**config.mk**
```make
export PLATFORM = sky130hd
export DESIGN_NAME = calc_pipe_int
export DESIGN_NICKNAME = d
export VERILOG_FILES = /design/src/verilog/calc_pkg.sv /design/src/verilog/calc_pipe_int.sv
export SDC_FILE = /design/constraint.sdc
export NUM_CORES = 1
export LEC_CHECK = 0
export ABC_AREA = 1
export ABC_CLOCK_PERIOD_IN_PS = 2700
export CELL_PAD_IN_SITES_DETAIL_PLACEMENT = 1
export CELL_PAD_IN_SITES_GLOBAL_PLACEMENT = 2
export CORE_MARGIN = 3
export CORE_UTILIZATION = 25
export DETAILED_ROUTE_END_ITERATION = 16
export DONT_BUFFER_PORTS = 1
export PLACE_DENSITY = 0.69
export SETUP_SLACK_MARGIN = 0.5
export SLEW_MARGIN = 30
export SYNTH_ARGS = -nofsm -noshare
export SYNTH_HDL_FRONTEND = slang
export SYNTH_SLANG_ARGS = --single-unit
export TNS_END_PERCENT = 50
```
**constraint.sdc**
```tcl
create_clock -name vclk -period 2.7
set_input_delay 0.135 -clock vclk [all_inputs]
set_output_delay 0.135 -clock vclk [all_outputs]
set_load 0.02 [all_outputs]
```
**src/verilog/calc_pkg.sv**
```systemverilog
// **************************************************
// Shared encodings and constants for the calculator
// Completion stage indices assume single issue with
// fixed pipe latencies of one and two cycles
// **************************************************

package calc_pkg;

  // Operation codes for the execution pipes
  typedef enum logic [3:0]
  {
    e_op_add  = 4'h0
    , e_op_sub  = 4'h1
    , e_op_and  = 4'h2
    , e_op_or   = 4'h3
    , e_op_xor  = 4'h4
    , e_op_sll  = 4'h5
    , e_op_srl  = 4'h6
    , e_op_sra  = 4'h7
    // Signed and unsigned set-less-than
    , e_op_slt  = 4'h8
    , e_op_sltu = 4'h9
    // Only op routed to the multiply pipe
    , e_op_mul  = 4'ha
  } calc_op_e;

  // 32 integer registers
  localparam int reg_addr_width_gp = 5;

  // Depth of the completion pipe
  localparam int pipe_stage_els_gp = 2;

  // Stage where each pipe merges its result
  localparam int int_comp_idx_gp = 0;
  localparam int mul_comp_idx_gp = 1;

  // Forwarding sources with the youngest at index 0
  // Reservation entry, stage 1 next value, stage 1 at writeback
  localparam int fwd_els_gp = 3;

endpackage

```
**src/verilog/calc_pipe_int.sv**
```systemverilog
// **************************************************
// Single-cycle integer ALU, purely combinational
// Shift amount is log2(data_width_p) bits of rs2
// Non-integer ops return zero
// **************************************************
`timescale 1ns/10ps

module calc_pipe_int
  #(parameter data_width_p = 64)
  (input  calc_pkg::calc_op_e       op_i
  , input  [data_width_p-1:0]       rs1_i
  , input  [data_width_p-1:0]       rs2_i
  , output logic [data_width_p-1:0] data_o
  );

  import calc_pkg::*;

  localparam int shamt_width_lp = $clog2(data_width_p);

  logic [shamt_width_lp-1:0] shamt;
  logic                      lt_s;
  logic                      lt_u;

  assign shamt = rs2_i[shamt_width_lp-1:0];
  assign lt_s  = ($signed(rs1_i) < $signed(rs2_i));
  assign lt_u  = (rs1_i < rs2_i);

  always_comb
  begin
    case (op_i)
      e_op_add:  data_o = rs1_i + rs2_i;
      e_op_sub:  data_o = rs1_i - rs2_i;
      e_op_and:  data_o = rs1_i & rs2_i;
      e_op_or:   data_o = rs1_i | rs2_i;
      e_op_xor:  data_o = rs1_i ^ rs2_i;
      e_op_sll:  data_o = rs1_i << shamt;
      e_op_srl:  data_o = rs1_i >> shamt;
      // Arithmetic shift keeps the sign
      e_op_sra:  data_o = $signed(rs1_i) >>> shamt;
      e_op_slt:  data_o = {{(data_width_p-1){1'b0}}, lt_s};
      e_op_sltu: data_o = {{(data_width_p-1){1'b0}}, lt_u};
      default:   data_o = '0;
    endcase
  end

endmodule

```
## After elaboration in Yosys (flattened, before gate mapping)

Cells that the tools add are included.

| storage, ports and cells | value |
|---|---|
| register bits after elaboration | 0 |
| input bits | 132 |
| output and inout bits | 64 |
| logic and storage cells | 21 |

| cells by class | value |
|---|---|
| $add $sub $neg | 2 |
| order comparisons | 2 |
| equality and inequality tests | 9 |
| shift operators | 3 |
| mux-type cells | 1 |
| bitwise logic cells | 3 |
| reductions and logical operators | 1 |

Operator list:

| cell | count |
|---|---|
| 64-bit case mux with 10 select lines | 1 |
| 64-bit less-than comparator | 2 |
| 64-bit adder | 1 |
| 64-bit AND | 1 |
| 64-bit bitwise OR | 1 |
| 64-bit by 6-bit << shifter with 64-bit output | 1 |
| 64-bit by 6-bit right shift with 64-bit output | 1 |
| 64-bit by 6-bit >>> shifter with 64-bit output | 1 |
| 64-bit subtractor | 1 |
| 64-bit XOR | 1 |
| 4-bit by 3-bit == test with 1-bit output, second input constant | 4 |
| 4-bit by 2-bit == test with 1-bit output, second input constant | 2 |
| 4-bit == test, second input constant | 2 |
| 4-bit by 1-bit == test with 1-bit output, second input constant | 1 |
| 4-bit zero test | 1 |

## Depth between registers and ports, before layout

| logic depth | value |
|---|---|
| depth after elaboration | 2 |
| mapped depth | 21 |
| gate-level depth less buffers | 18 |

## Least setup slack after synthesis

OpenSTA, ideal clock, no wires.

| timing path | value |
|---|---|
| kind | input-to-output |
| start | input rs2_i[4] |
| end | output data_o[33] |
| arrival time | 2.458 ns |
| required time | 2.565 ns |
| path slack | 0.107 ns |
| stages | 21 |
| buffers on the path | 4 |
| cell sequence | buf_2 inv_2 buf_2 clkbuf_1 ha_1 clkbuf_2 inv_1 nand2_1 nand2_1 inv_1 nand3_1 nand2_1 nand2_1 nand2_1 nand2_1 nand2_1 nand3_1 nand2_1 nor2_1 nor2_1 nand2_1 |

| between the ends | value |
|---|---|
| longest elaborated chain between the ends | 2 |
| elaborated cells between the ends (all ways) | 6 |
| those cells by class | 2 x add/sub; 3 x shift; 1 x mux |

RTL lines:

| item | RTL line | RTL |
|---|---|---|
| from (decl) | calc_pipe_int.sv:12 | `, input [data_width_p-1:0] rs2_i` |
| 64-bit subtractor, or another cell as far along | calc_pipe_int.sv:32 | `e_op_sub: data_o = rs1_i - rs2_i;` |
| 64-bit case mux with 10 select lines * | calc_pipe_int.sv:30 | `case (op_i)` |
| to (decl) | calc_pipe_int.sv:13 | `, output logic [data_width_p-1:0] data_o` |

Mark *: on every way between the ends. The rest lies on a longest branch, timed or not.

## Worst setup path in the final report

| timing path | value |
|---|---|
| start | input rs2_i[5] |
| end | output data_o[36] |

Same word-level chain as after synthesis.

==> impl_results.md <==
- Synthesized Nets: 5,366
- Core area: 93,500 um^2
- Unique masters post-synth: 51
- Max-capacitance violation count: 0
- Combinational Power Share: 100.0%
- PwrDens: 227 nW/um^2
- Slew Viols, Final: 0
- Max IR drop VDD: 126 uV
- Starting Density: 25.2%
- Setup Viol. Count Final: 0
- WL final: 182,000 um
- Top delay family on crit path: simple AND/OR/NAND/NOR gates
- DRC errors left: 0
- Initial DRC Count: 3,861
- Post-DP HPWL: 152,000 um
- DRT antenna net count: 0
- RSZ-0062 raised after global routing: yes
- Largest net degree at the start of global routing: 138
- CP dominant cell by count: nand2_2
- DP Worst Slack: -0.295 ns
- Total track usage: 35.1%
- Sequential area share after synthesis: 0%
- Congestion Overflow GR: 0
- Leakage: 17.9 nW
- Initial antenna violation count: 4
- Layout sequential cell count: 0
- Kind of end point of the critical path: output port
- Num ports: 196
- Most common cell after layout, fill and taps aside: nand2_1
- Status: finished, final reports clean
- Crit path cell chain: inv_4 -> ha_4 -> buf_6 -> buf_4 -> nor2_4 -> nand2_2 -> nor2_2 -> nand2_2 -> nand3_4 -> nand2_2 -> nand2_2 -> buf_6 -> nand2_4 -> nand2_2 -> nand2_1 -> nand3_1 -> nand4_1 -> buf_4 -> buf_6
- Startpoint Class: input port
- Max-slew headroom: 57.6%
- DR pass1 iterations: 5
- Syn avg cell area: 4.68 um^2
- Worst min path class: input port to output port
- Die Wd: 313 um
- Largest fanout on the critical path: 41
- Ys Warns: 0
- Site Rows: 112
- DR vias/cell: 5.47
- Final Hold Viols: 0
- # hold bufs at CTS: 0
- Tmin final: 2.42 ns
- Slowest cell on the critical path: buf_4
- First-pass GRT wire length: 252,000 um
- Port Buffers: 0
- Data required time of the critical path: 2.57 ns
- Sequential power share: 0%
- WP data arrival: 2.28 ns
- CP Buf/Inv Count: 6
- Routability cong.: 1.03
- Drt wl/cell: 27.3 um
- Commonest cells after routing, fill and taps aside: nand2_1 (1,415), nand3_1 (857), inv_1 (651)
- Post-route clock period utilization: 89.6%
- Worst setup path class: input port to output port
- Total Power: 0.00778 W
- Layout cell share with drive strength beyond 1: 29.9%
- Slew @ Worst Pin: 0.633 ns
- CP peak stage delay: 0.23 ns
- Switching part of the total: 64.1%
- P_sw: 0.00499 W
- Mapped Cells: 5,037
- Number of global-route vias before repair: 34,916
- DIE HEIGHT: 313 um
- Cell Area, Synth: 23,600 um^2
- Int Pwr: 0.00279 W
- P&R area growth vs syn: 45.2%
- Final worst slack: 0.281 ns
- Nets: 5,729
- Clk pwr share: 0%
- Clkbuf count: 0
- Die area: 98,000 um^2
- Fmax: 413 MHz
- DR vias: 36,372
- Storage cell area: 0 um^2
## routing by layer
metal | track usage (%) | vias to the layer above | wire length [um]
met5 | 0 | - | 26
met4 | 14.6 | 4 | 9680
met3 | 5.16 | 306 | 16000
met2 | 53.9 | 1697 | 77200
met1 | 48.8 | 17595 | 78900
li1 | - | 16770 | -
## synth_stat cells, drive strengths merged
cell        n  area share, %
nor4        3          0.080
inv       800             13
o31ai       1          0.032
o221ai      3           0.11
o2111ai    10           0.37
nand2b      1          0.027
o21a       11           0.35
o21ai     154            3.3
and3        2          0.053
a31oi       7           0.19
nor3       40           0.87
clkinv      5          0.080
clkbuf     64            1.0
nor3b       1          0.053
xor2        6           0.22
fa          2           0.17
mux2i       1          0.042
a21oi     197            4.2
a211oi      4           0.13
or2         3          0.080
o211ai     18           0.64
a21boi      1          0.032
buf       170            3.7
nand2    1786             29
a32oi       1          0.037
nand3b      9           0.29
a221oi     12           0.45
o22ai      33           0.88
and2       19           0.50
ha        195             10
o21bai     12           0.38
nand3    1013             22
nor2      397            6.6
nand4      56            1.5
## through the flow
step | utilization [%] | setup TNS, ns | instance area [um^2] | instances | hold WS (ns)
floorplan | - | 0 | 23900 | 5037 | 0.466
global placement | 30.5 | -2.04 | 28500 | 6559 | 0.502
detailed placement | 30.5 | -2.32 | 28500 | 6559 | 0.497
CTS | 34.2 | 0 | 32000 | 6615 | 0.493
global route | 36.6 | 0 | 34200 | 6652 | 0.512
finish | 36.6 | 0 | 34200 | 6654 | 0.492
## final cells by class
type	count	area (um^2)
timing repair buffer	595	5590
inverter	805	3130
antenna	2	5.00
fill	12771	59200
multi-input combinational	3998	23900
tap	1254	1570
## timing repair
action / 4_1_cts / 5_1_grt
gates resized for setup: 809 / 554
endpoints found under the setup margin: 64 / 64
setup buffers: 51 / 36
pin swaps: 170 / 176
gates cloned: 5 / 1
## power groups by stage
stage / logic [W] / registers, W / clock network (W)
2_1_floorplan: 0.00342 / 0 / 0
3_3_place_gp: 0.00612 / 0 / 0
3_5_place_dp: 0.00616 / 0 / 0
4_1_cts: 0.00705 / 0 / 0
5_1_grt: 0.00823 / 0 / 0
6_report: 0.00778 / 0 / 0.0000000000999
## logic make-up (layout without fill, tap and decap cells)
group,count (synthesis),after routing,synth area share [%]
AND/OR/NAND/NOR,3330,3330,60.5
buffers and inverters,1039,1400,17.6
AO/OA/AOI/OAI,464,464,11.1
adder cells (fa/ha/maj),197,197,10.5
XOR/XNOR,6,6,0.223
multiplexers,1,1,0.0425
other,0,2,0
## worst paths after layout
kind                 start    endpoint  cells past startpoint
setup / recovery  rs2_i[5]  data_o[36]                     19
hold / removal     op_i[2]   data_o[0]                      3
(Power assumes the default switching activity.)
