$ cat config.mk
export PLATFORM = sky130hd
export DESIGN_NAME = calc_issue
export DESIGN_NICKNAME = d
export VERILOG_FILES = /design/src/verilog/calc_pkg.sv /design/src/verilog/calc_issue.sv
export SDC_FILE = /design/constraint.sdc
export NUM_CORES = 1
export LEC_CHECK = 0
export BUFFER_PORTS_ARGS = -buffer_cell sky130_fd_sc_hd__buf_2
export CAP_MARGIN = 10
export CORE_AREA = 2 2 222 224
export DETAILED_ROUTE_END_ITERATION = 8
export DIE_AREA = 0 0 224 226
export MAX_ROUTING_LAYER = met4
export PLACE_DENSITY = 0.46
export SLEW_MARGIN = 40
export SYNTH_ARGS = -nofsm -noshare
export SYNTH_HDL_FRONTEND = slang
export SYNTH_SLANG_ARGS = --single-unit
$ cat constraint.sdc
create_clock -name clk_i -period 2.05 [get_ports clk_i]
set_clock_uncertainty 0.05 [all_clocks]
set_input_delay 0.3075 -clock clk_i [delete_from_list [all_inputs] [get_ports clk_i]]
set_output_delay 0.3075 -clock clk_i [all_outputs]
set_load 0.05 [all_outputs]
$ cat src/verilog/calc_pkg.sv
// **************************************************
// Shared encodings and constants for the calculator
// Completion stage indices assume single issue with
// fixed pipe latencies of one and two cycles
// **************************************************

package calc_pkg;

  // Operation codes for the execution pipes
  typedef enum logic [3:0]
  {
    e_op_add  = 4'h0
    , e_op_sub  = 4'h1
    , e_op_and  = 4'h2
    , e_op_or   = 4'h3
    , e_op_xor  = 4'h4
    , e_op_sll  = 4'h5
    , e_op_srl  = 4'h6
    , e_op_sra  = 4'h7
    // Signed and unsigned set-less-than
    , e_op_slt  = 4'h8
    , e_op_sltu = 4'h9
    // Only op routed to the multiply pipe
    , e_op_mul  = 4'ha
  } calc_op_e;

  // 32 integer registers
  localparam int reg_addr_width_gp = 5;

  // Depth of the completion pipe
  localparam int pipe_stage_els_gp = 2;

  // Stage where each pipe merges its result
  localparam int int_comp_idx_gp = 0;
  localparam int mul_comp_idx_gp = 1;

  // Forwarding sources with the youngest at index 0
  // Reservation entry, stage 1 next value, stage 1 at writeback
  localparam int fwd_els_gp = 3;

endpackage

$ cat src/verilog/calc_issue.sv
// **************************************************
// Operand forwarding and reservation register
// A consumer of a multiply must not follow it in the
// next cycle since that product is not forwarded yet
// Flush or poison at dispatch loads a dead entry
// **************************************************
`timescale 1ns/10ps

module calc_issue
  #(parameter data_width_p = 64)
  (input                                                    clk_i
  , input                                                  rst_n_i
  , input                                                  dispatch_v_i
  , input                                                  poison_i
  , input                                                  flush_i
  , input  calc_pkg::calc_op_e                             fu_op_i
  , input  [calc_pkg::reg_addr_width_gp-1:0]               rs1_addr_i
  , input  [calc_pkg::reg_addr_width_gp-1:0]               rs2_addr_i
  , input  [calc_pkg::reg_addr_width_gp-1:0]               rd_addr_i
  , input  [data_width_p-1:0]                              rs1_data_i
  , input  [data_width_p-1:0]                              rs2_data_i
  , input  [data_width_p-1:0]                              imm_i
  , input                                                  use_imm_i
  , input                                                  irf_w_v_i
  , input  [calc_pkg::fwd_els_gp-1:0]                      fwd_w_v_i
  , input  [calc_pkg::fwd_els_gp-1:0][calc_pkg::reg_addr_width_gp-1:0] fwd_rd_addr_i
  , input  [calc_pkg::fwd_els_gp-1:0][data_width_p-1:0]    fwd_data_i
  , output logic                                           res_v_o
  , output logic                                           res_int_v_o
  , output logic                                           res_mul_v_o
  , output calc_pkg::calc_op_e                             res_op_o
  , output logic [data_width_p-1:0]                        res_rs1_o
  , output logic [data_width_p-1:0]                        res_rs2_o
  , output logic [calc_pkg::reg_addr_width_gp-1:0]         res_rd_addr_o
  , output logic                                           res_w_v_o
  , output logic                                           res_poison_o
  , output logic                                           ex1_v_o
  );

  import calc_pkg::*;

  logic [data_width_p-1:0] bypass_rs1;
  logic [data_width_p-1:0] bypass_rs2;
  logic                    kill;
  logic                    load_v;
  logic                    is_mul;

  // Scan oldest to youngest so the youngest match wins
  always_comb
  begin
    bypass_rs1 = rs1_data_i;
    bypass_rs2 = rs2_data_i;
    for (int i = fwd_els_gp-1; i >= 0; i--)
    begin
      if (fwd_w_v_i[i] && (fwd_rd_addr_i[i] == rs1_addr_i))
        bypass_rs1 = fwd_data_i[i];
      if (fwd_w_v_i[i] && (fwd_rd_addr_i[i] == rs2_addr_i))
        bypass_rs2 = fwd_data_i[i];
    end
  end

  assign kill   = flush_i | poison_i;
  assign load_v = dispatch_v_i & ~kill;
  assign is_mul = (fu_op_i == e_op_mul);

  always_ff @(posedge clk_i)
  begin
    if (!rst_n_i)
    begin
      res_v_o      <= 1'b0;
      res_int_v_o  <= 1'b0;
      res_mul_v_o  <= 1'b0;
      res_poison_o <= 1'b0;
    end
    else
    begin
      res_v_o      <= load_v;
      res_int_v_o  <= load_v & ~is_mul;
      res_mul_v_o  <= load_v & is_mul;
      res_poison_o <= dispatch_v_i & kill;
    end
  end

  // Payload where x0 never writes
  always_ff @(posedge clk_i)
  begin
    res_op_o      <= fu_op_i;
    res_rs1_o     <= bypass_rs1;
    res_rs2_o     <= use_imm_i ? imm_i : bypass_rs2;
    res_rd_addr_o <= rd_addr_i;
    res_w_v_o     <= irf_w_v_i & (rd_addr_i != '0);
  end

  // Live in EX1 unless a flush arrives this cycle
  assign ex1_v_o = res_v_o & ~flush_i;

endmodule

# Word level (Yosys, flattened, before mapping)
# Cells that the tools add are included.
[totals] ff_bits=142 inputBits=428 wordCells=40
[classes] n_eq_ne=7 muxes=7 n_bitwise=10 reduce_logical=7
[op_table] op="64-bit two-way mux" n=7
[op_table] op="5-bit equality test" n=6
[op_table] op="1-bit AND" n=6
[op_table] op="1-bit logical AND" n=6
[op_table] op="5-bit nonzero test" n=1
[op_table] op="4-bit equality test, second input constant" n=1
[op_table] op="1-bit NOT" n=3
[op_table] op="1-bit bitwise OR" n=1

# Depth between registers and ports, before layout
[depth] word_depth=6 depth_mapped=7

# Worst setup path after synthesis
# No wires, ideal clock.
[synth_timing] kind="reg-to-output" startpoint="register res_v_o" endpoint="output port ex1_v_o" t_arrival_ns=1.392 required_time_ns=1.692 setup_slack_ns=0.300 path_stages_with_launch=2 path_buffers=0 path_cell_list="dfxtp_1 > nor2b_1"
[synth_between] elab_chain_len=1
[synth_rtl] element="from (decl)" line="calc_issue.sv:28" source=", output logic res_v_o"
[synth_rtl] element="from (signal assigned)" line="calc_issue.sv:77" source="res_v_o <= load_v;"
[synth_rtl] element="1-bit AND" line="calc_issue.sv:95" source="assign ex1_v_o = res_v_o & ~flush_i;"
[synth_rtl] element="to (decl)" line="calc_issue.sv:37" source=", output logic ex1_v_o"
# Every way passes these cells.

# Final worst setup path
[layout_timing] startpoint="input port rs2_addr_i[4] (netlist name)" endpoint="register res_rs2_o[9]"
[layout_between] elab_chain_len=6 word_cells_on_any_way=10
[layout_rtl] element="from (decl)" line="calc_issue.sv:18" source=", input [calc_pkg::reg_addr_width_gp-1:0] rs2_addr_i"
[layout_rtl] element="5-bit equality test" line="calc_issue.sv:57" source="if (fwd_w_v_i[i] && (fwd_rd_addr_i[i] == rs2_addr_i))"
[layout_rtl] element="1-bit logical AND" line="calc_issue.sv:57"
[layout_rtl] element="64-bit two-way mux (2 in a row)" line="calc_issue.sv:57"
[layout_rtl] element="64-bit two-way mux (*)" line="calc_issue.sv:57"
[layout_rtl] element="64-bit two-way mux (*)" line="calc_issue.sv:89" source="res_rs2_o <= use_imm_i ? imm_i : bypass_rs2;"
[layout_rtl] element="to (signal assigned)" line="calc_issue.sv:89"
[layout_rtl] element="to (decl)" line="calc_issue.sv:33" source=", output logic [data_width_p-1:0] res_rs2_o"
# Every way passes the cells marked *; elsewhere a longest branch is shown, timed or not.
# A chain may end at the register's enable or synchronous reset.

==> impl_results.md <==
- Critical path data arrival time: 2.36 ns
- Final instance area: 0.0147 mm2
- Io pins: 571
- Count of final max-slew check failures: 0
- Worst Max-Slew Pin Slew: 0.563 ns
- Antenna violations before repair: 12
- H-tree depth: 4
- Kind of start point of the critical path: primary input
- Pwr dens: 628 mW/mm2
- FILL cells: 5,235
- Via count: 11,300
- Synth Cell Area: 0.00827 mm2
- TritonCTS clock tree: built
- Clk sink count: 142
- Post-synth EDFFs: 0
- Antenna Violating Nets Remaining: 0
- Synth async-reset ratio: 0
- Syn avg cell area: 8.13 um2
- Routed WL: 51,300 um
- Input/output buffers: 570
- Logic pwr share: 0.324
- Synth cell count leaders: 194 x nor2_1, 142 x dfxtp_1, 128 x a211oi_1, 128 x o31ai_1, 67 x nand2_1
- Total CTS buffers: 17
- Post-synthesis cell type count: 38
- Cells after synthesis: 1,017
- Die Ht: 226 um
- YS warnings: 0
- Fin nets: 2,186
- Hold Startpoint: fwd_data_i[5]
- Synth Register Bits: 142
- Yosys top cell area share: 0.344
- Core Footprint: 0.0483 mm2
- Crit-path max FO: 13
- Max-slew headroom: 0.625
- CP Class: in -> reg
- Tcrit/Tclk final: 0.965
- GRT Residual Overflow: 0
- Placed instance count: 2,201
- DRC violations left: 0
- Final worst setup slack: 0.0722 ns
- Cell taking the most area after synthesis: dfxtp_1
- Psw: 3.43 mW
- Worst hold path class: in -> reg
- Final period demand of the worst path: 1.98 ns
- Initial DRC Count: 597
- DP Worst Slack: -0.187 ns
- DRT Pass-1 Iters: 5
- Dpl hpwl: 38,100 um
- Layout cell share with drive strength beyond 1: 0.449
- Die X: 224 um
- Synth-to-Final Area Change: 78.2%
- Final core utilization: 0.305
- Top-count cell post-synth: nor2_1
- Power Total: 9.25 mW
- Max cap viols: 0
- Max VDD drop: 0.000573 V
- Clock power frac: 0.342
- Gp weighted congestion: 0.907
- Crit end category: register
- Vias in the first global route: 11,500
- Int Pwr: 5.82 mW
- Rows: 81
- Peak Freq: 506 MHz
- Largest net degree at the start of global routing: 51
- WL/cell: 21.3 um
- Register area share after synthesis: 0.344
- Hold Path Sink: res_rs2_o[5]
- Ranking of synthesized cells by area: dfxtp_1 34%, a211oi_1 12%, o31ai_1 12%
- Prevailing post-synth register cell: dfxtp_1
- Total global-route track usage: 0.196
- Switch share: 0.371
- Area post-placement: 0.0125 mm2
- Longest Clk Path Bufs: 2
- Reg power frac: 0.333
- Vias/cell: 4.71
- Setup violators final: 0
- Global-route wire length before repair: 71,200 um
- Post-Syn Nets: 1,445
- Required @ worst endpoint: 2.43 ns
- Initial Util: 0.171
- Die ar.: 0.0506 mm2
- Layout Cells excl Fill: 2,403
- Leak: 6.61 nW
- Clock Tree Root: clkbuf_16
- Worst Hold Depth: 3
- Reg clk slew, reported paths: 0.07 ns
- Status: completed
- Final Hold Viols: 0
registers in the layout, indices dropped and copies added, names as in the netlist:
register       flops
res_rs1_o         64
res_rs2_o         64
res_rd_addr_o      5
res_op_o           4
res_int_v_o        1
res_mul_v_o        1
res_poison_o       1
res_v_o            1
res_w_v_o          1
how the worst max path moves through the flow:
stage	startpoint	endpoint	cells after the start
finish	rs2_addr_i[4]	res_rs2_o[9]	11
global route	rs2_addr_i[4]	res_rs2_o[7]	11
CTS	rs2_addr_i[4]	res_rs2_o[21]	10
detailed placement	fwd_rd_addr_i[6]	res_rs1_o[21]	9
global placement	fwd_rd_addr_i[6]	res_rs1_o[45]	9
floorplan	res_v_o	ex1_v_o	1
critical path, cell delays in order:
cell	delay (ns)
buf_2	0.12
buf_4	0.13
xnor2_1	0.15
nand3_2	0.13
nor4_4	0.30
buf_4	0.17
buf_4	0.16
buf_12	0.16
a22oi_2	0.06
o31ai_1	0.08
dlygate4sd3_1	0.58
power by group through the flow:
stage                     registers [mW]  logic (mW)  clock network, mW
after global placement              3.15        2.73                  0
after CTS                           3.08        2.96               3.27
after global routing                3.10        3.15               3.35
final                               3.08        3.00               3.17
after floorplan                     4.01       0.667                  0
after detailed placement            3.15        2.74                  0
kinds of logic after synthesis:
kind of cell	synth area share
buffers and inverters	0.0675
AND/OR/NAND/NOR	0.228
AO/OA/AOI/OAI	0.333
XOR/XNOR	0.0275
flip-flops	0.344
metrics by stage:
stage | setup TNS (ns) | hold slack, ns
CTS | 0 | 0.000302
global route | -0.00425 | 0.0204
global placement | -10.24 | 0.371
finish | 0 | 0.0405
detailed placement | -7.44 | 0.375
floorplan | 0 | 0.285
placed cells by master, fill, tap and decap left out, types with 10 or more instances in the layout:
cell             n
a22oi_2         60
nor2_1         194
nand2_1         67
buf_4           85
clkbuf_16       19
xnor2_1         13
o31ai_1        128
dlygate4sd3_1  141
xor2_1          12
buf_2          568
a211oi_1       126
diode_2         10
dfxtp_1        142
and3_1          64
nand3_1         64
buf_12          30
routing by layer:
metal | up-vias | GRT usage | part of all wire
li1 | 5274 | - | -
met1 | 5342 | 0.225 | 0.41
met2 | 617 | 0.321 | 0.48
met3 | 96 | 0.0517 | 0.079
met4 | 0 | 0.0837 | 0.033
met5 | - | - | 0
layout make-up:
class,instances,area [um2],share of cell area
multi-input combinational,765,4940,0.335
sequential,142,2840,0.193
clock inverter,13,116,0.00790
timing repair buffer,829,5580,0.378
clock buffer,19,443,0.0301
antenna,10,25.0,0.00170
inverter,3,11.3,0.000764
tap,622,778,0.0528
repair_timing:
action / 4_1_cts / 5_1_grt
buffers inserted: 0 / 16
endpoints found under the hold margin: 132 / 0
gates resized for setup: 0 / 6
hold buffers: 141 / 0
setup endpoints to repair: 0 / 18
Note: power is estimated with default switching activity, not from simulation.
