## config.mk

```make
export PLATFORM = sky130hd
export DESIGN_NAME = calc_completion
export DESIGN_NICKNAME = d
export VERILOG_FILES = /design/src/verilog/calc_pkg.sv /design/src/verilog/calc_completion.sv
export SDC_FILE = /design/constraint.sdc
export NUM_CORES = 1
export LEC_CHECK = 0
export ABC_AREA = 1
export BUFFER_PORTS_ARGS = -buffer_cell sky130_fd_sc_hd__buf_2
export CAP_MARGIN = 20
export CORE_AREA = 2 2 166 168
export CTS_BUF_LIST = sky130_fd_sc_hd__clkbuf_4
export DETAILED_ROUTE_END_ITERATION = 16
export DIE_AREA = 0 0 168 170
export SLEW_MARGIN = 20
export SYNTH_ARGS = -nofsm -noshare
export SYNTH_HDL_FRONTEND = slang
export SYNTH_SLANG_ARGS = --single-unit
```

## constraint.sdc

```tcl
create_clock -name clk_i -period 0.8 [get_ports clk_i]
set_input_delay 0 -clock clk_i [delete_from_list [all_inputs] [get_ports clk_i]]
set_output_delay 0 -clock clk_i [all_outputs]
set_load 0.02 [all_outputs]
```

## src/verilog/calc_pkg.sv

```systemverilog
// **************************************************
// Shared encodings and constants for the calculator
// Completion stage indices assume single issue with
// fixed pipe latencies of one and two cycles
// **************************************************

package calc_pkg;

  // Operation codes for the execution pipes
  typedef enum logic [3:0]
  {
    e_op_add  = 4'h0
    , e_op_sub  = 4'h1
    , e_op_and  = 4'h2
    , e_op_or   = 4'h3
    , e_op_xor  = 4'h4
    , e_op_sll  = 4'h5
    , e_op_srl  = 4'h6
    , e_op_sra  = 4'h7
    // Signed and unsigned set-less-than
    , e_op_slt  = 4'h8
    , e_op_sltu = 4'h9
    // Only op routed to the multiply pipe
    , e_op_mul  = 4'ha
  } calc_op_e;

  // 32 integer registers
  localparam int reg_addr_width_gp = 5;

  // Depth of the completion pipe
  localparam int pipe_stage_els_gp = 2;

  // Stage where each pipe merges its result
  localparam int int_comp_idx_gp = 0;
  localparam int mul_comp_idx_gp = 1;

  // Forwarding sources with the youngest at index 0
  // Reservation entry, stage 1 next value, stage 1 at writeback
  localparam int fwd_els_gp = 3;

endpackage

```

## src/verilog/calc_completion.sv

```systemverilog
// **************************************************
// Completion pipe with per-stage result merge
// Integer results land in stage 0, products in
// stage 1; writeback and commit come from stage 1
// A flush poisons everything entering either stage
// **************************************************
`timescale 1ns/10ps

module calc_completion
  #(parameter data_width_p = 64)
  (input                                                    clk_i
  , input                                                  rst_n_i
  , input                                                  flush_i
  , input                                                  res_v_i
  , input                                                  res_int_v_i
  , input                                                  res_mul_v_i
  , input  [calc_pkg::reg_addr_width_gp-1:0]               res_rd_addr_i
  , input                                                  res_w_v_i
  , input                                                  res_poison_i
  , input  [data_width_p-1:0]                              int_data_i
  , input  [data_width_p-1:0]                              mul_data_i
  , output logic [calc_pkg::fwd_els_gp-1:0]                fwd_w_v_o
  , output logic [calc_pkg::fwd_els_gp-1:0][calc_pkg::reg_addr_width_gp-1:0] fwd_rd_addr_o
  , output logic [calc_pkg::fwd_els_gp-1:0][data_width_p-1:0] fwd_data_o
  , output                                                 wb_v_o
  , output [calc_pkg::reg_addr_width_gp-1:0]               wb_rd_addr_o
  , output [data_width_p-1:0]                              wb_data_o
  , output                                                 commit_v_o
  );

  import calc_pkg::*;

  localparam int last_lp = pipe_stage_els_gp - 1;

  logic [pipe_stage_els_gp-1:0]                        stg_v_r;
  logic [pipe_stage_els_gp-1:0]                        stg_v_n;
  logic [pipe_stage_els_gp-1:0]                        stg_w_v_r;
  logic [pipe_stage_els_gp-1:0]                        stg_w_v_n;
  logic [pipe_stage_els_gp-1:0]                        stg_poison_r;
  logic [pipe_stage_els_gp-1:0]                        stg_poison_n;
  logic [pipe_stage_els_gp-1:0][reg_addr_width_gp-1:0] stg_rd_r;
  logic [pipe_stage_els_gp-1:0][reg_addr_width_gp-1:0] stg_rd_n;
  logic [pipe_stage_els_gp-1:0][data_width_p-1:0]      stg_data_r;
  logic [pipe_stage_els_gp-1:0][data_width_p-1:0]      stg_data_n;
  // Stage 0 entry still waits for its product
  logic                                                s0_mul_r;

  always_comb
  begin
    stg_v_n[0]      = res_v_i;
    stg_w_v_n[0]    = res_w_v_i;
    stg_poison_n[0] = res_poison_i | flush_i;
    stg_rd_n[0]     = res_rd_addr_i;
    stg_data_n[0]   = '0;
    // Everything else shifts down one stage
    for (int i = 1; i < pipe_stage_els_gp; i++)
    begin
      stg_v_n[i]      = stg_v_r[i-1];
      stg_w_v_n[i]    = stg_w_v_r[i-1];
      stg_poison_n[i] = stg_poison_r[i-1] | flush_i;
      stg_rd_n[i]     = stg_rd_r[i-1];
      stg_data_n[i]   = stg_data_r[i-1];
    end
    // With static latencies the two merges never collide on one stage
    if (res_int_v_i)
      stg_data_n[int_comp_idx_gp] = int_data_i;
    if (s0_mul_r)
      stg_data_n[mul_comp_idx_gp] = mul_data_i;
  end

  always_ff @(posedge clk_i)
  begin
    if (!rst_n_i)
    begin
      stg_v_r      <= '0;
      stg_poison_r <= '0;
      s0_mul_r     <= 1'b0;
    end
    else
    begin
      stg_v_r      <= stg_v_n;
      stg_poison_r <= stg_poison_n;
      s0_mul_r     <= res_mul_v_i;
    end
  end

  always_ff @(posedge clk_i)
  begin
    stg_w_v_r  <= stg_w_v_n;
    stg_rd_r   <= stg_rd_n;
    stg_data_r <= stg_data_n;
  end

  // Youngest first
  always_comb
  begin
    fwd_w_v_o[0]     = res_int_v_i & res_w_v_i & ~stg_poison_n[0];
    fwd_rd_addr_o[0] = res_rd_addr_i;
    fwd_data_o[0]    = int_data_i;

    fwd_w_v_o[1]     = stg_v_n[last_lp] & stg_w_v_n[last_lp] & ~stg_poison_n[last_lp];
    fwd_rd_addr_o[1] = stg_rd_n[last_lp];
    fwd_data_o[1]    = stg_data_n[last_lp];

    // Register file picks this up only at the next edge
    fwd_w_v_o[2]     = stg_v_r[last_lp] & stg_w_v_r[last_lp] & ~stg_poison_r[last_lp];
    fwd_rd_addr_o[2] = stg_rd_r[last_lp];
    fwd_data_o[2]    = stg_data_r[last_lp];
  end

  assign commit_v_o   = stg_v_r[last_lp] & ~stg_poison_r[last_lp];
  assign wb_v_o       = commit_v_o & stg_w_v_r[last_lp];
  assign wb_rd_addr_o = stg_rd_r[last_lp];
  assign wb_data_o    = stg_data_r[last_lp];

endmodule

```

# Word-level counts from Yosys, hierarchy flattened
# Index checks and enable logic that the tools add are counted.
[totals]
register_bits = 145
inputBits = 141
out_inout_bits = 281
wordCells = 22
[op_classes]
mux = 1
bitwise = 13
[ops]
columns = ["operator", "count"]
rows = [
  ["64-bit 2-to-1 mux", 1],
  ["1-bit bitwise AND", 8],
  ["1-bit inverter", 3],
  ["1-bit bitwise OR", 2],
]

# Logic depth before layout (Yosys ltp)
[depth]
word_depth = 3
depth_mapped = 4
mapped_depth_nobuf = 3

# Worst setup path after synthesis
# OpenSTA, ideal clock, no wires.
[synth_path]
path_type = "register to register"
startpoint = "register s0_mul_r"
endpoint = "register stg_data_r (netlist bit wb_data_o[0])"
setup_ns = 0.171
arrival_ns = 0.803
required_time_ns = 0.629
path_slack_ns = -0.173
stages_incl_launch_ff = 5
period_less_slack_ns = 0.973
cell_sequence = "dfxtp_1 > buf_4 > clkbuf_8 > nand2_1 > nand2_1"
[synth_rtl]
columns = ["element", "line", "source"]
rows = [
  ["start, declared", "calc_completion.sv:46", "logic s0_mul_r;"],
  ["start signal, assigned", "calc_completion.sv:83", "s0_mul_r <= res_mul_v_i;"],
  ["end signal, assigned", "calc_completion.sv:91", "stg_data_r <= stg_data_n;"],
  ["end, declared", "calc_completion.sv:43", "logic [pipe_stage_els_gp-1:0][data_width_p-1:0] stg_data_r;"],
]

==> results_dict.tcl <==
set metrics [dict create \
    h-tree-depth 4 \
    cp.arrival_ns 1.52 \
    drive_above_1_share_pct 60.5 \
    numCtsBuffers 17 \
    clockBufferDepth 2 \
    max_freq_mhz 656 \
    path_clk_slew_ns 0.15 \
    vias 5181 \
    grtUsageTotal_pct 13.9 \
    synthDominantAreaCellType "dfxtp_1" \
    power.leakage_nw 5.23 \
    drt-wirelength-per-cell_microns 15.1 \
    place_area_sq_um 7090 \
    die_y_microns 170 \
    setup_slack_ns -0.725 \
    p_int_w 0.0129 \
    die_w_microns 168 \
    switchingPower_w 0.00582 \
    fin_crit_sh_pct 191 \
    synth_compound_area_share_pct 0 \
    p_comb_share_pct 25.9 \
    syn_area_sq_um 5890 \
    synthSimpleGateAreaFrac_pct 17.4 \
    status "finished with violations" \
    violations "hold timing, setup timing" \
    muxShareOfSynthArea_pct 0 \
    cp_data_required_time_ns 0.80 \
    synth_area_leaders "dfxtp_1 (49%), buf_4 (27%), nand2_1 (17%)" \
    ant_nets 0 \
    synthAdderAreaFrac_pct 0 \
    synth-main-ff-cell "dfxtp_1" \
    met3_usage_pct 2.88 \
    via_per_inst 3.76 \
    synth_nets 854 \
    setup_violations 319 \
    hold_path.class "in2reg" \
    port_buffers 421 \
    fp.dieArea_sq_um 28600 \
    grt_pass1_vias 5400 \
    place_ws_ns -0.268 \
    boundaryPins 422 \
    synthDistinctLibCells 8 \
    seq_power_share_pct 43.4 \
    wl_mm 20.9 \
    grt_pass1_wl_mm 29.9 \
    gr-total-overflow 0 \
    drt_iter0_markers 205 \
    worst_slew_pin_slew_ns 0.322 \
    crit_path_start_kind "flop" \
    power_density_nw_per_um2 1930 \
    rsz0062_at_grt "yes" \
    gr-usage-met2_pct 24.8 \
    maxSlewViolCount 0 \
    synth.most_common_cell "nand2_1" \
    synth_enable_flop_cells 0 \
    grt_max_degree 33 \
    layout_min_cycle_time_ns 1.52 \
    finalNetCount 1165 \
    synth_top_family_by_area "buffers and inverters" \
    clkPwrFrac_pct 30.7 \
    tritoncts "yes" \
    seq_area_sq_um 3040 \
    hold_viol 64 \
    worst-setup-path-type "reg2out" \
    start_util_pct 22.1 \
    synth_top_cell_area_share_pct 49.3 \
    irDropWorstVdd_mv 0.780 \
    post-dp-hpwl_mm 13.7 \
    skew_ns 0.0233 \
    syn2layout_area_growth_pct 65.0 \
    cap_violations 0 \
    insertion_delay_ns 0.51 \
    critical_path.max_fanout 32 \
    hold-worst-slack_ns -0.318 \
    yosysWarnings 0 \
    clock-sinks 145 \
    top_usage_layer "met2" \
    cts_root_buf "clkbuf_4" \
    cp-end-kind "output port" \
    synth_common_cells "nand2_1 (264), buf_4 (209), dfxtp_1 (145), inv_1 (72), nor2_1 (9)" \
    synth-xor-area-share_pct 0 \
    switching_share_pct 31.1 \
    design_area_sq_um 9720 \
    core_area_sq_um 26700 \
    drc 0 \
    relSlewSlack_pct 78.5 \
    use_met1_pct 16.2 \
    synthArstFlopShare_pct 0 \
    nFillCells 2612 \
    multi_input_area_sq_um 1300 \
    ys_seq_elements 145 \
    antenna_found_initial 1 \
    row_count 60 \
    place.gp.congestion 0.885 \
    synth_seq_area_share_pct 49.3 \
    dr.pass1.iters 4 \
    synthCells 713 \
    syn_avg_cell_area_sq_um 8.26 \
]
==> state kept, by name, summed over array words and instances, names as in the netlist <==
signal	count
stg_data_r	64
wb_data_o	64
fwd_rd_addr_o	5
wb_rd_addr_o	5
stg_poison_r	2
stg_v_r	2
stg_w_v_r	2
s0_mul_r	1
==> routing by layer <==
layer  up-vias  routed length (microns)
li1       2494                        -
met1      2459                     8220
met2       203                    11200
met3        25                     1070
met4         0                      369
met5         -                        0
==> path summary, 6_finish.rpt <==
kind | from | to | slack (ns) | cells past startpoint
worst max-delay path | s0_mul_r | fwd_data_o[82] | -0.72 | 4
worst min register to register | stg_w_v_r[0] | stg_w_v_r[1] | 0.35 | 0
worst min-delay path | mul_data_i[63] | wb_data_o[63] | -0.32 | 3
worst max register to register | s0_mul_r | wb_data_o[60] | -0.14 | 4
==> through the flow <==
stage	std cells	hold WS [ns]	TNS [ns]	total power, W	util, %
after floorplan	713	0.0277	-5.08	0.0110	-
after global placement	1260	0.118	-18.29	0.0116	26.6
after detailed placement	1260	0.117	-20.33	0.0116	26.6
after CTS	1389	-0.401	-97.64	0.0189	36.5
after global routing	1378	-0.413	-112.81	0.0196	36.5
final	1378	-0.318	-86.83	0.0187	36.5
==> layout by cell type, fill, tap and decap left out, types with 2 or more instances in the layout <==
master	count
nand2_4	12
clkbuf_4	18
clkinvlp_4	2
dfxtp_4	17
inv_6	2
nand2_2	70
inv_1	71
bufinv_16	5
dfxtp_1	67
dfxtp_2	61
nor2_1	6
buf_4	39
buf_12	6
nand2_1	182
buf_6	172
nor2_2	2
buf_2	211
dlygate4sd3_1	83
clkinv_2	2
clkinv_4	2
clkbuf_16	2
==> cell type report <==
cell class                      instances  share of cell area [%]
Timing Repair Buffer                  514                    44.4
Sequential cell                       145                    31.3
Multi-Input combinational cell        273                    13.4
Tap cell                              341                    4.39
Inverter                               73                    2.90
Clock inverter                         13                    2.16
Clock buffer                           18                    1.39
Antenna cell                            1                  0.0258
==> critical path: stages (launching register included) <==
cell and delay, ns:
dfxtp_4 0.43, buf_12 0.23, nand2_1 0.11, nand2_2 0.08, buf_4 0.14
==> kinds of logic (layout without fill, tap and decap cells) <==
logic type | after synthesis | count (layout)
buf+inv | 295 | 618
simple gates | 273 | 273
flops | 145 | 145
other cells | 0 | 1
==> power groups by stage <==
stage / logic, W / clock network [W] / registers (W)
6_report: 0.00485 / 0.00574 / 0.00812
5_1_grt: 0.00511 / 0.00628 / 0.00817
4_1_cts: 0.00481 / 0.00596 / 0.00811
3_5_place_dp: 0.00356 / 0 / 0.00809
3_3_place_gp: 0.00354 / 0 / 0.00809
2_1_floorplan: 0.00295 / 0 / 0.00804
==> what timing repair did <==
action,4_1_cts,5_1_grt
setup endpoints to repair,275,290
setup buffers,1,0
endpoints found under the hold margin,139,116
resized for setup,474,22
pin swaps,0,4
cloned,1,2
hold buffers,96,1
No activity file was read; power rests on OpenSTA's default activity.
